**config.mk**
```make
export PLATFORM = sky130hd
export DESIGN_NAME = lsu_top
export DESIGN_NICKNAME = d
export VERILOG_FILES = /design/src/lsu_pkg.sv /design/src/lsu_iq_entry.sv /design/src/lsu_iq.sv /design/src/lsu_dmem.sv /design/src/lsu_top.sv
export SDC_FILE = /design/constraint.sdc
export NUM_CORES = 2
export LEC_CHECK = 0
export BUFFER_PORTS_ARGS = -buffer_cell sky130_fd_sc_hd__buf_4
export CELL_PAD_IN_SITES_DETAIL_PLACEMENT = 1
export CELL_PAD_IN_SITES_GLOBAL_PLACEMENT = 2
export CORE_UTILIZATION = 30
export CTS_CLUSTER_DIAMETER = 50
export DETAILED_ROUTE_END_ITERATION = 10
export HOLD_SLACK_MARGIN = 0.1
export PLACE_DENSITY_LB_ADDON = 0.1
export SLEW_MARGIN = 20
export SYNTH_ARGS = -nofsm -noshare
export SYNTH_HDL_FRONTEND = slang
export SYNTH_SLANG_ARGS = --single-unit
```
**constraint.sdc**
```tcl
create_clock -name clk -period 7.4 [get_ports clk]
set_clock_uncertainty 0.05 [all_clocks]
set_input_delay 1.48 -clock clk [delete_from_list [all_inputs] [get_ports clk]]
set_output_delay 1.48 -clock clk [all_outputs]
set_load 0.005 [all_outputs]
```
**src/lsu_pkg.sv**
```systemverilog
package lsu_pkg;

    // --------------------
    // sizes
    // --------------------
    localparam int IQ_DEPTH   = 8;
    localparam int IQ_PTR_W   = 3;
    localparam int CDB_PORTS  = 2;
    localparam int DMEM_WORDS = 64;

    typedef logic [31:0] word_t;
    typedef logic [4:0]  rob_id_t;

    typedef enum logic [1:0] {
        MEM_BYTE = 2'd0,
        MEM_HALF = 2'd1,
        MEM_WORD = 2'd2
    } mem_size_e;

    // --------------------
    // decoded operation
    // --------------------
    typedef struct packed {
        logic               is_store;
        logic               is_signed;
        mem_size_e          size;
        // offset added to the base operand
        logic signed [11:0] imm;
        rob_id_t            dst;
        logic               wr_reg;
    } mem_op_t;

    // value is only meaningful once ready is set
    typedef struct packed {
        word_t   value;
        rob_id_t tag;
        logic    ready;
    } operand_t;

    // base is operand 1, sdata is operand 0
    typedef struct packed {
        mem_op_t  op;
        operand_t base;
        operand_t sdata;
    } dispatch_t;

    typedef struct packed {
        logic    valid;
        rob_id_t tag;
        word_t   data;
    } cdb_t;

    // --------------------
    // memory side
    // --------------------
    typedef struct packed {
        word_t     vaddr;
        word_t     wdata;
        logic [3:0] strb;
        logic      is_store;
        logic      is_signed;
        mem_size_e size;
        rob_id_t   dst;
        logic      wr_reg;
    } mem_req_t;

    typedef struct packed {
        rob_id_t dst;
        logic    wr_reg;
        logic    is_store;
        word_t   data;
        word_t   store_data;
    } lsu_result_t;

endpackage

```
**src/lsu_iq_entry.sv**
```systemverilog
`timescale 1ns/1ps

module lsu_iq_entry (
    input  logic                                   clk,
    input  logic                                   rst_n_i,
    input  logic                                   flush_i,
    input  logic                                   init_i,
    input  lsu_pkg::dispatch_t                     op_i,
    input  lsu_pkg::cdb_t [lsu_pkg::CDB_PORTS-1:0] cdb_i,
    input  logic                                   issue_i,
    output logic                                   valid_o,
    output logic                                   ready_o,
    output lsu_pkg::dispatch_t                     op_o
);

    logic               valid_q;
    lsu_pkg::dispatch_t op_q;
    lsu_pkg::dispatch_t op_src;
    lsu_pkg::dispatch_t op_nxt;

    // pick up a pending operand from any matching writeback port
    function automatic lsu_pkg::operand_t snoop(
        input lsu_pkg::operand_t                     opnd,
        input lsu_pkg::cdb_t [lsu_pkg::CDB_PORTS-1:0] cdb
    );
        lsu_pkg::operand_t res;
        res = opnd;
        for (int p = 0; p < lsu_pkg::CDB_PORTS; p++) begin
            if (!opnd.ready && cdb[p].valid && cdb[p].tag == opnd.tag) begin
                res.value = cdb[p].data;
                res.ready = 1'b1;
            end
        end
        return res;
    endfunction

    // --------------------
    // operand capture
    // --------------------
    // new op snoops the bus too, so a same-cycle broadcast is not missed
    always_comb begin
        op_src       = init_i ? op_i : op_q;
        op_nxt       = op_src;
        op_nxt.base  = snoop(op_src.base, cdb_i);
        op_nxt.sdata = snoop(op_src.sdata, cdb_i);
    end

    always_ff @(posedge clk) begin
        if (init_i || valid_q) begin
            op_q <= op_nxt;
        end
    end

    always_ff @(posedge clk) begin
        if (!rst_n_i || flush_i) begin
            valid_q <= 1'b0;
        end else if (init_i) begin
            valid_q <= 1'b1;
        end else if (issue_i) begin
            valid_q <= 1'b0;
        end
    end

    assign valid_o = valid_q;
    assign ready_o = valid_q && op_q.base.ready && op_q.sdata.ready;
    assign op_o    = op_q;

    // queue must only write into free slots
    a_init_free: assert property (
        @(posedge clk) disable iff (!rst_n_i)
        init_i |-> !valid_q
    );

endmodule

```
**src/lsu_iq.sv**
```systemverilog
`timescale 1ns/1ps

module lsu_iq (
    input  logic                                   clk,
    input  logic                                   rst_n_i,
    input  logic                                   flush_i,
    input  lsu_pkg::dispatch_t [1:0]               disp_i,
    input  logic [1:0]                             disp_valid_i,
    output logic                                   disp_ready_o,
    input  lsu_pkg::cdb_t [lsu_pkg::CDB_PORTS-1:0] cdb_i,
    output logic                                   req_valid_o,
    input  logic                                   req_ready_i,
    output lsu_pkg::mem_req_t                      req_o
);

    // ring state
    logic [lsu_pkg::IQ_PTR_W-1:0] head_q;
    logic [lsu_pkg::IQ_PTR_W-1:0] tail_q;
    logic [lsu_pkg::IQ_PTR_W-1:0] tail_p1;
    logic [lsu_pkg::IQ_PTR_W:0]   free_q;
    logic [lsu_pkg::IQ_PTR_W:0]   free_nxt;

    logic [1:0] accept;
    logic [1:0] n_accept;

    logic [lsu_pkg::IQ_DEPTH-1:0]               slot_init;
    logic [lsu_pkg::IQ_DEPTH-1:0]               slot_issue;
    logic [lsu_pkg::IQ_DEPTH-1:0]               slot_valid;
    logic [lsu_pkg::IQ_DEPTH-1:0]               slot_ready;
    lsu_pkg::dispatch_t [lsu_pkg::IQ_DEPTH-1:0] slot_in;
    lsu_pkg::dispatch_t [lsu_pkg::IQ_DEPTH-1:0] slot_op;

    lsu_pkg::dispatch_t first_op;
    lsu_pkg::dispatch_t head_op;
    logic               head_ready;
    logic               issue_ok;
    logic               do_issue;

    lsu_pkg::word_t    vaddr;
    logic [1:0]        byte_off;
    lsu_pkg::mem_req_t req_nxt;

    // --------------------
    // dispatch
    // --------------------
    assign accept   = disp_valid_i & {2{disp_ready_o}};
    assign n_accept = {1'b0, accept[0]} + {1'b0, accept[1]};
    assign tail_p1  = tail_q + 1'b1;

    // a lone lane always lands at the tail
    assign first_op = accept[0] ? disp_i[0] : disp_i[1];

    always_comb begin
        slot_init = '0;
        for (int i = 0; i < lsu_pkg::IQ_DEPTH; i++) begin
            slot_in[i] = first_op;
        end
        if (|accept) begin
            slot_init[tail_q] = 1'b1;
        end
        if (&accept) begin
            slot_init[tail_p1] = 1'b1;
            slot_in[tail_p1]   = disp_i[1];
        end
    end

    // --------------------
    // in-order select
    // --------------------
    assign head_op    = slot_op[head_q];
    assign head_ready = slot_ready[head_q];
    assign issue_ok   = !req_valid_o || req_ready_i;
    assign do_issue   = issue_ok && head_ready;

    always_comb begin
        slot_issue         = '0;
        slot_issue[head_q] = do_issue;
    end

    assign free_nxt = free_q - (lsu_pkg::IQ_PTR_W + 1)'(n_accept)
                             + (lsu_pkg::IQ_PTR_W + 1)'(do_issue);

    always_ff @(posedge clk) begin
        if (!rst_n_i || flush_i) begin
            head_q       <= '0;
            tail_q       <= '0;
            free_q       <= (lsu_pkg::IQ_PTR_W + 1)'(lsu_pkg::IQ_DEPTH);
            disp_ready_o <= 1'b1;
        end else begin
            head_q       <= head_q + lsu_pkg::IQ_PTR_W'(do_issue);
            tail_q       <= tail_q + lsu_pkg::IQ_PTR_W'(n_accept);
            free_q       <= free_nxt;
            // room for a full dual dispatch
            disp_ready_o <= free_nxt >= 2;
        end
    end

    for (genvar i = 0; i < lsu_pkg::IQ_DEPTH; i++) begin : g_slot
        lsu_iq_entry u_entry (
            .clk     (clk),
            .rst_n_i (rst_n_i),
            .flush_i (flush_i),
            .init_i  (slot_init[i]),
            .op_i    (slot_in[i]),
            .cdb_i   (cdb_i),
            .issue_i (slot_issue[i]),
            .valid_o (slot_valid[i]),
            .ready_o (slot_ready[i]),
            .op_o    (slot_op[i])
        );
    end

    // --------------------
    // address generation
    // --------------------
    assign vaddr    = head_op.base.value
                    + {{20{head_op.op.imm[11]}}, head_op.op.imm};
    assign byte_off = vaddr[1:0];

    always_comb begin
        req_nxt.vaddr     = vaddr;
        // move store data into its byte lane
        req_nxt.wdata     = head_op.sdata.value << {byte_off, 3'b000};
        req_nxt.is_store  = head_op.op.is_store;
        req_nxt.is_signed = head_op.op.is_signed;
        req_nxt.size      = head_op.op.size;
        req_nxt.dst       = head_op.op.dst;
        req_nxt.wr_reg    = head_op.op.wr_reg;
        case (head_op.op.size)
            lsu_pkg::MEM_BYTE: req_nxt.strb = 4'b0001 << byte_off;
            lsu_pkg::MEM_HALF: req_nxt.strb = 4'b0011 << byte_off;
            default:           req_nxt.strb = 4'b1111;
        endcase
        if (!head_op.op.is_store) begin
            req_nxt.strb = '0;
        end
    end

    // request register, one deep
    always_ff @(posedge clk) begin
        if (!rst_n_i || flush_i) begin
            req_valid_o <= 1'b0;
        end else if (issue_ok) begin
            req_valid_o <= head_ready;
        end
    end

    always_ff @(posedge clk) begin
        if (do_issue) begin
            req_o <= req_nxt;
        end
    end

    // free count agrees with the slots actually holding ops
    a_free_cnt: assert property (
        @(posedge clk) disable iff (!rst_n_i)
        free_q <= lsu_pkg::IQ_DEPTH
            && free_q + $countones(slot_valid) == lsu_pkg::IQ_DEPTH
    );

    a_req_hold: assert property (
        @(posedge clk) disable iff (!rst_n_i || flush_i)
        req_valid_o && !req_ready_i |=> req_valid_o && $stable(req_o)
    );

endmodule

```
**src/lsu_dmem.sv**
```systemverilog
`timescale 1ns/1ps

module lsu_dmem (
    input  logic                 clk,
    input  logic                 rst_n_i,
    input  logic                 flush_i,
    input  logic                 req_valid_i,
    output logic                 req_ready_o,
    input  lsu_pkg::mem_req_t    req_i,
    output logic                 res_valid_o,
    input  logic                 res_ready_i,
    output lsu_pkg::lsu_result_t res_o
);

    lsu_pkg::word_t mem_q [lsu_pkg::DMEM_WORDS];

    logic                req_fire;
    logic [5:0]          word_idx;
    lsu_pkg::word_t      rd_word;
    lsu_pkg::word_t      rd_shift;
    lsu_pkg::word_t      load_data;
    lsu_pkg::word_t      strb_mask;
    lsu_pkg::lsu_result_t res_nxt;

    // stall whenever the result is stuck
    assign req_ready_o = !res_valid_o || res_ready_i;
    assign req_fire    = req_valid_i && req_ready_o;
    assign word_idx    = req_i.vaddr[7:2];

    // --------------------
    // storage
    // --------------------
    always_ff @(posedge clk) begin
        if (!rst_n_i) begin
            for (int w = 0; w < lsu_pkg::DMEM_WORDS; w++) begin
                mem_q[w] <= '0;
            end
        end else if (req_fire && req_i.is_store) begin
            for (int b = 0; b < 4; b++) begin
                if (req_i.strb[b]) begin
                    mem_q[word_idx][8*b +: 8] <= req_i.wdata[8*b +: 8];
                end
            end
        end
    end

    // --------------------
    // load extract
    // --------------------
    assign rd_word  = mem_q[word_idx];
    assign rd_shift = rd_word >> {req_i.vaddr[1:0], 3'b000};

    always_comb begin
        case (req_i.size)
            lsu_pkg::MEM_BYTE: begin
                load_data = req_i.is_signed ? {{24{rd_shift[7]}}, rd_shift[7:0]}
                                            : {24'd0, rd_shift[7:0]};
            end
            lsu_pkg::MEM_HALF: begin
                load_data = req_i.is_signed ? {{16{rd_shift[15]}}, rd_shift[15:0]}
                                            : {16'd0, rd_shift[15:0]};
            end
            default: load_data = rd_shift;
        endcase
    end

    // only the written bytes are reported back
    always_comb begin
        for (int b = 0; b < 4; b++) begin
            strb_mask[8*b +: 8] = {8{req_i.strb[b]}};
        end
    end

    always_comb begin
        res_nxt.dst        = req_i.dst;
        res_nxt.wr_reg     = req_i.wr_reg;
        res_nxt.is_store   = req_i.is_store;
        res_nxt.data       = req_i.is_store ? '0 : load_data;
        res_nxt.store_data = req_i.wdata & strb_mask;
    end

    // result register
    always_ff @(posedge clk) begin
        if (!rst_n_i || flush_i) begin
            res_valid_o <= 1'b0;
        end else if (req_ready_o) begin
            res_valid_o <= req_valid_i;
        end
    end

    always_ff @(posedge clk) begin
        if (req_fire) begin
            res_o <= res_nxt;
        end
    end

    a_res_hold: assert property (
        @(posedge clk) disable iff (!rst_n_i || flush_i)
        res_valid_o && !res_ready_i |=> res_valid_o && $stable(res_o)
    );

endmodule

```
**src/lsu_top.sv**
```systemverilog
`timescale 1ns/1ps

module lsu_top (
    input  logic                                   clk,
    input  logic                                   rst_n_i,
    input  logic                                   flush_i,
    input  lsu_pkg::dispatch_t [1:0]               disp_i,
    input  logic [1:0]                             disp_valid_i,
    output logic                                   disp_ready_o,
    input  lsu_pkg::cdb_t [lsu_pkg::CDB_PORTS-1:0] cdb_i,
    output logic                                   res_valid_o,
    input  logic                                   res_ready_i,
    output lsu_pkg::lsu_result_t                   res_o
);

    // queue to memory
    logic              req_valid;
    logic              req_ready;
    lsu_pkg::mem_req_t req;

    lsu_iq iq0 (
        .clk          (clk),
        .rst_n_i      (rst_n_i),
        .flush_i      (flush_i),
        .disp_i       (disp_i),
        .disp_valid_i (disp_valid_i),
        .disp_ready_o (disp_ready_o),
        .cdb_i        (cdb_i),
        .req_valid_o  (req_valid),
        .req_ready_i  (req_ready),
        .req_o        (req)
    );

    lsu_dmem dmem0 (
        .clk         (clk),
        .rst_n_i     (rst_n_i),
        .flush_i     (flush_i),
        .req_valid_i (req_valid),
        .req_ready_o (req_ready),
        .req_i       (req),
        .res_valid_o (res_valid_o),
        .res_ready_i (res_ready_i),
        .res_o       (res_o)
    );

endmodule

```
## Yosys cells after proc, flatten, opt, wreduce, memory -nomap -nowiden

Memory sizes are Yosys's and may differ from the RTL's. A register that Yosys moved wholly into a read port is not among the register bits.
Cells that the tools add are included.

- Output and inout port bits: 73
- Input bits: 278
- Memories kept: 1
- Word-level logic and storage cells: 463
- Bits in registers: 930
- Bits in writable memories: 2,048

- Bitwise gates (word level): 4
- Reductions and logical operators: 185
- $add $sub $neg: 7
- Equality and inequality tests: 34
- Multiplexer cells: 98
- Shifts and indexed selects: 4
- Order comparisons: 7

Memory list:

| name | depth | width | rd ports | clocked after Yosys merged registers in | wr ports | RTL line | text |
|---|---|---|---|---|---|---|---|
| dmem0.mem_q | 64 | 32 | 1 | 1 | 64 | lsu_dmem.sv:15 | `lsu_pkg::word_t mem_q [lsu_pkg::DMEM_WORDS];` |

Operator list:

| cell | number |
|---|---|
| $mux W32 | 35 |
| $bwmux W784 | 1 |
| $mux W784 | 1 |
| $mux W76 | 8 |
| $bmux W98 S3 | 1 |
| $demux W98 S3 | 1 |
| $mux W98 | 3 |
| $eq A5 B5 Y1 | 32 |
| $logic_and A1 B1 Y1 | 86 |
| $pmux W32 S2 | 1 |
| $reduce_and A2 Y1 | 25 |
| $reduce_bool A3 Y1 | 16 |
| $mux W1 | 37 |
| $reduce_or A2 Y1 | 17 |
| $and A32 B32 Y32 | 1 |
| $reduce_or A32 Y1 | 1 |
| $shl A32 B5 Y32 | 1 |
| $shr A32 B5 Y32 | 1 |
| $logic_not A1 Y1 | 19 |
| $mux W8 | 2 |
| $reduce_bool A2 Y1 | 8 |
| $lt A3 B4 Y1 const B | 3 |
| $mux W6 | 2 |
| $logic_or A1 B1 Y1 | 11 |
| 20 further kinds | 26 |

## Longest topological paths before layout

- Word-level depth: 13
- Mapped depth: 21
- Depth with buffers taken out: 13

## By module

Synthesis repeated with hierarchy kept, for this count alone.

- Cells, all modules: 12,392
- Area total of the unflattened synthesis: 156,269.9 sq um

Modules (own cells, without submodules):

| module | cells each | area an instance (sq um) | instances |
|---|---|---|---|
| lsu_dmem | 7,224 | 97,579.8 | 1 |
| lsu_iq_entry | 400 | 4,929.7 | 8 |
| lsu_iq | 1,968 | 19,252.2 | 1 |

## Least setup slack after synthesis

No wires, ideal clock.

- Kind: input to register
- Start point: input res_ready_i
- End point: memory dmem0.mem_q[19][24] (netlist name), enable pin
- Data required time: 6,966 ps
- Path slack: 396 ps
- Cell stages on the path: 8
- Buffers on the path: 3
- Arrival time: 6,570 ps
- Path through: nor2b_1 -> nor2b_1 -> and3_1 -> nand2_1 -> clkbuf_1 -> clkbuf_1 -> clkbuf_1 -> o21ai_0

RTL lines:

| element | RTL line | text |
|---|---|---|
| start, declared | lsu_top.sv:12 | `input logic res_ready_i,` |
| end, declared | lsu_dmem.sv:15 |  |

==> impl_results.md <==
* Status: finished clean
* Hold crit path type: register to register
* Drt drc at 0
* Largest net degree at the start of global routing at 87
* Max-cap viol count at 0
* DIE AREA at 0.455 sq mm
* Max Clk Rate at 165 MHz
* Arrival time worst endpoint at 6680 ps
* Final TNS setup at 0 ps
* Synth async-reset ratio at 0
* Via count at 90300
* CTS buffer count at 440
* Hold_buf cts at 0
* Fin worst setup slack at 1340 ps
* PwrDens at 304 mW/mm^2
* Initial core utilization at 0.302
* CP Capture Type: register
* Initial drt markers at 8243
* Die width at 675 um
* Post-route insts no fill at 16600
* Fin. Hold Viols at 0
* CP required at 8030 ps
* Flop and latch count out of synthesis at 2760
* Cell area after placement at 0.146 sq mm
* Clk slew on worst S/H paths at 60 ps
* Distinct cells, synth at 83
* Final hold slack at 370 ps
* EDFF count, synth at 2733
* Ys Warns at 0
* Ys flop type: edfxtp_1
* Switching pwr at 14.3 mW
* Die Y at 675 um
* Total gr overflow at 0
* Routed WL per cell at 33.9 um
* Drt pass-1 iters at 9
* Resized cells post-CTS at 0
* Num Clock Sinks at 2760
* Seq/Total Area, Yosys at 0.608
* Final worst-path cycle share at 0.818
* WS Path Type: register to register
* Worst-path fanout max at 34
* Placed cell count at 15700
* Sequential share of power at 0.378
* Switching power share of the total at 0.293
* Layout cell share with drive strength beyond 1 at 0.229
* Clk root buf: clkbuf_16
* Gp weighted congestion at 0.840
* Area growth, synth to finish at 18.7%
* Initial antenna violation count at 83
* Buffers on Ports at 294
* Syn nets at 10300
* Total detailed-routing wirelength at 563 mm
* Max VDD drop at 0.210 mV
* Total track usage at 0.243
* Vias in the first global route at 94800
* Clk buf depth at 4
* Dpl ws at 1030 ps
* Via density at 5.44
* CTS tree: built
* Pint at 34.6 mW
* Antenna Nets Post-Route at 0
* RSZ-0062 raised after global routing: false
* Comb pwr share at 0.185
* First-pass GRT wire length at 776 mm
* Fin crit period at 6060 ps
* Worst-margin pin slew at 1220 ps
* Nets at 10500
* Critical path startpoint category: register
* Final slew viol count at 0
* Clock network fraction of design power at 0.437
* Fill count at 46200
* Slew margin rel. at 0.186
* Setup bufs post-CTS at 0
* Pleak at 56.0 nW
* Core area at 0.450 sq mm
* Final Cell Area at 0.161 sq mm
* H-tree depth at 5
* Setup Viol. Count Final at 0
* Ports at 351
* Syn Area/Cell at 13.6 sq um
* Post-Synthesis Cells at 9960
* # rows at 246
* Clock latency on the worst-skew pair at 1010 ps
* DP Wirelength at 359 mm
* Synthesized area at 0.136 sq mm
final timing paths:
path              slack (ps)                                  endpoint  cells past startpoint                     start
hold / removal           370                 dmem0.res_o[69]$_DFFE_PP_                      0    iq0.req_o[4]$_DFFE_PP_
hold reg to reg          370                 dmem0.res_o[69]$_DFFE_PP_                      0    iq0.req_o[4]$_DFFE_PP_
setup / recovery        1340  iq0.g_slot[7].u_entry.op_o[16]$_DFFE_PP_                     12  iq0.tail_q[0]$_SDFF_PP0_
setup reg to reg        1340  iq0.g_slot[7].u_entry.op_o[16]$_DFFE_PP_                     12  iq0.tail_q[0]$_SDFF_PP0_
layout by cell type (no fill, tap or decap), types with 60 or more instances in the layout:
master / count
edfxtp_1: 2733
and2_1: 2098
buf_4: 783
mux4_2: 613
nor2_1: 575
nand2_1: 463
clkbuf_16: 449
o21ai_0: 335
a221oi_1: 281
o31ai_1: 249
a22oi_1: 247
mux2_2: 170
inv_1: 133
mux2i_1: 111
xnor2_1: 105
nand3_1: 77
nand4_1: 74
clkinv_1: 72
a22o_1: 71
xor2_1: 68
clkinv_2: 68
bufinv_16: 65
o21ai_1: 64
a21oi_1: 60
final cells by class:
cell class                 count  area, sq um  share of cell area
inverter                     144          547             0.00339
tap                         5952         7450              0.0462
sequential                  2760        82600               0.513
clock inverter               321         3630              0.0225
multi-input combinational   6085        49100               0.305
clock buffer                 496        11400              0.0708
timing repair buffer         805         6310              0.0392
antenna                       25         62.6            0.000388
Yosys cell counts, types with 20 or more instances:
master / count / area (sq um)
buf_2: 115 / 576
o21ai_0: 382 / 1910
o221ai_1: 36 / 315
nand4_1: 74 / 463
xor2_1: 68 / 596
mux4_2: 613 / 13800
clkbuf_1: 688 / 2580
o221a_2: 21 / 236
o21ai_1: 20 / 100
nand3_1: 78 / 390
nand2_1: 476 / 1790
mux2i_1: 111 / 1110
a222oi_1: 35 / 350
xnor2_1: 105 / 920
buf_1: 103 / 387
clkbuf_2: 40 / 200
o31ai_1: 250 / 1880
a21oi_1: 60 / 300
inv_1: 136 / 510
a22o_1: 71 / 622
o22ai_1: 23 / 144
buf_4: 22 / 165
a221oi_1: 281 / 2460
and2_1: 2101 / 13100
or3_1: 33 / 206
edfxtp_1: 2733 / 82100
dfxtp_1: 27 / 541
and3_1: 20 / 125
mux2_2: 170 / 1910
a22oi_1: 247 / 1850
nor2_1: 596 / 2240
power by group through the flow:
stage / combinational [mW] / sequential, mW / clock, mW
final: 9.05 / 18.5 / 21.4
after global routing: 9.50 / 18.6 / 22.3
after CTS: 9.21 / 18.5 / 21.8
after detailed placement: 9.19 / 18.8 / 0
after global placement: 9.12 / 18.8 / 0
after floorplan: 5.16 / 18.6 / 0
registers in the layout, indices dropped and copies added (netlist names), named ones only:
register,flops
dmem0.res_o,71
dmem0.mem_q,2048
iq0.req_valid_o,1
iq0.free_q,4
iq0.req_o,54
iq0.tail_q,3
dmem0.res_valid_o,1
iq0.disp_ready_o,1
iq0.g_slot.u_entry.op_o,560
iq0.head_q,3
iq0.g_slot.u_entry.valid_o,8
critical path, stage by stage, from the launching register on:
cell and delay [ps]:
dfxtp_1 670, ha_1 650, clkinv_1 530, o31a_1 420, buf_4 210, a222oi_1 580, xor2_1 140, nor4_1 470
and4_2 310, buf_4 570, o21ai_0 210, nand2_2 580, buf_12 300
per-layer routing:
layer  global-route usage  vias to the layer above  part of all wire
li1                     -                    38300                 -
met1                0.319                    47900              0.42
met2                0.404                     3055              0.48
met3               0.0392                      975             0.058
met4               0.0884                       62             0.039
met5                    0                        -           0.00067
stage by stage:
| stage | power (mW) | util |
|---|---|---|
| after floorplan | 23.7 | - |
| after global placement | 27.9 | 0.325 |
| after detailed placement | 28.0 | 0.325 |
| after CTS | 49.5 | 0.358 |
| after global routing | 50.4 | 0.358 |
| final | 49.0 | 0.358 |
kinds of logic (layout without fill, tap and decap cells):
| logic type | after synthesis | after routing | synth area share |
|---|---|---|---|
| buf+inv | 1115 | 1766 | 0.0330 |
| other cells | 0 | 25 | 0 |
| simple gates | 3492 | 3492 | 0.141 |
| compound gates | 1504 | 1504 | 0.0802 |
| mux | 894 | 894 | 0.124 |
| xor+xnor | 174 | 174 | 0.0113 |
| flops | 2760 | 2760 | 0.608 |
| fa+ha+maj | 21 | 21 | 0.00210 |
Note: power is estimated with default switching activity, not from simulation.
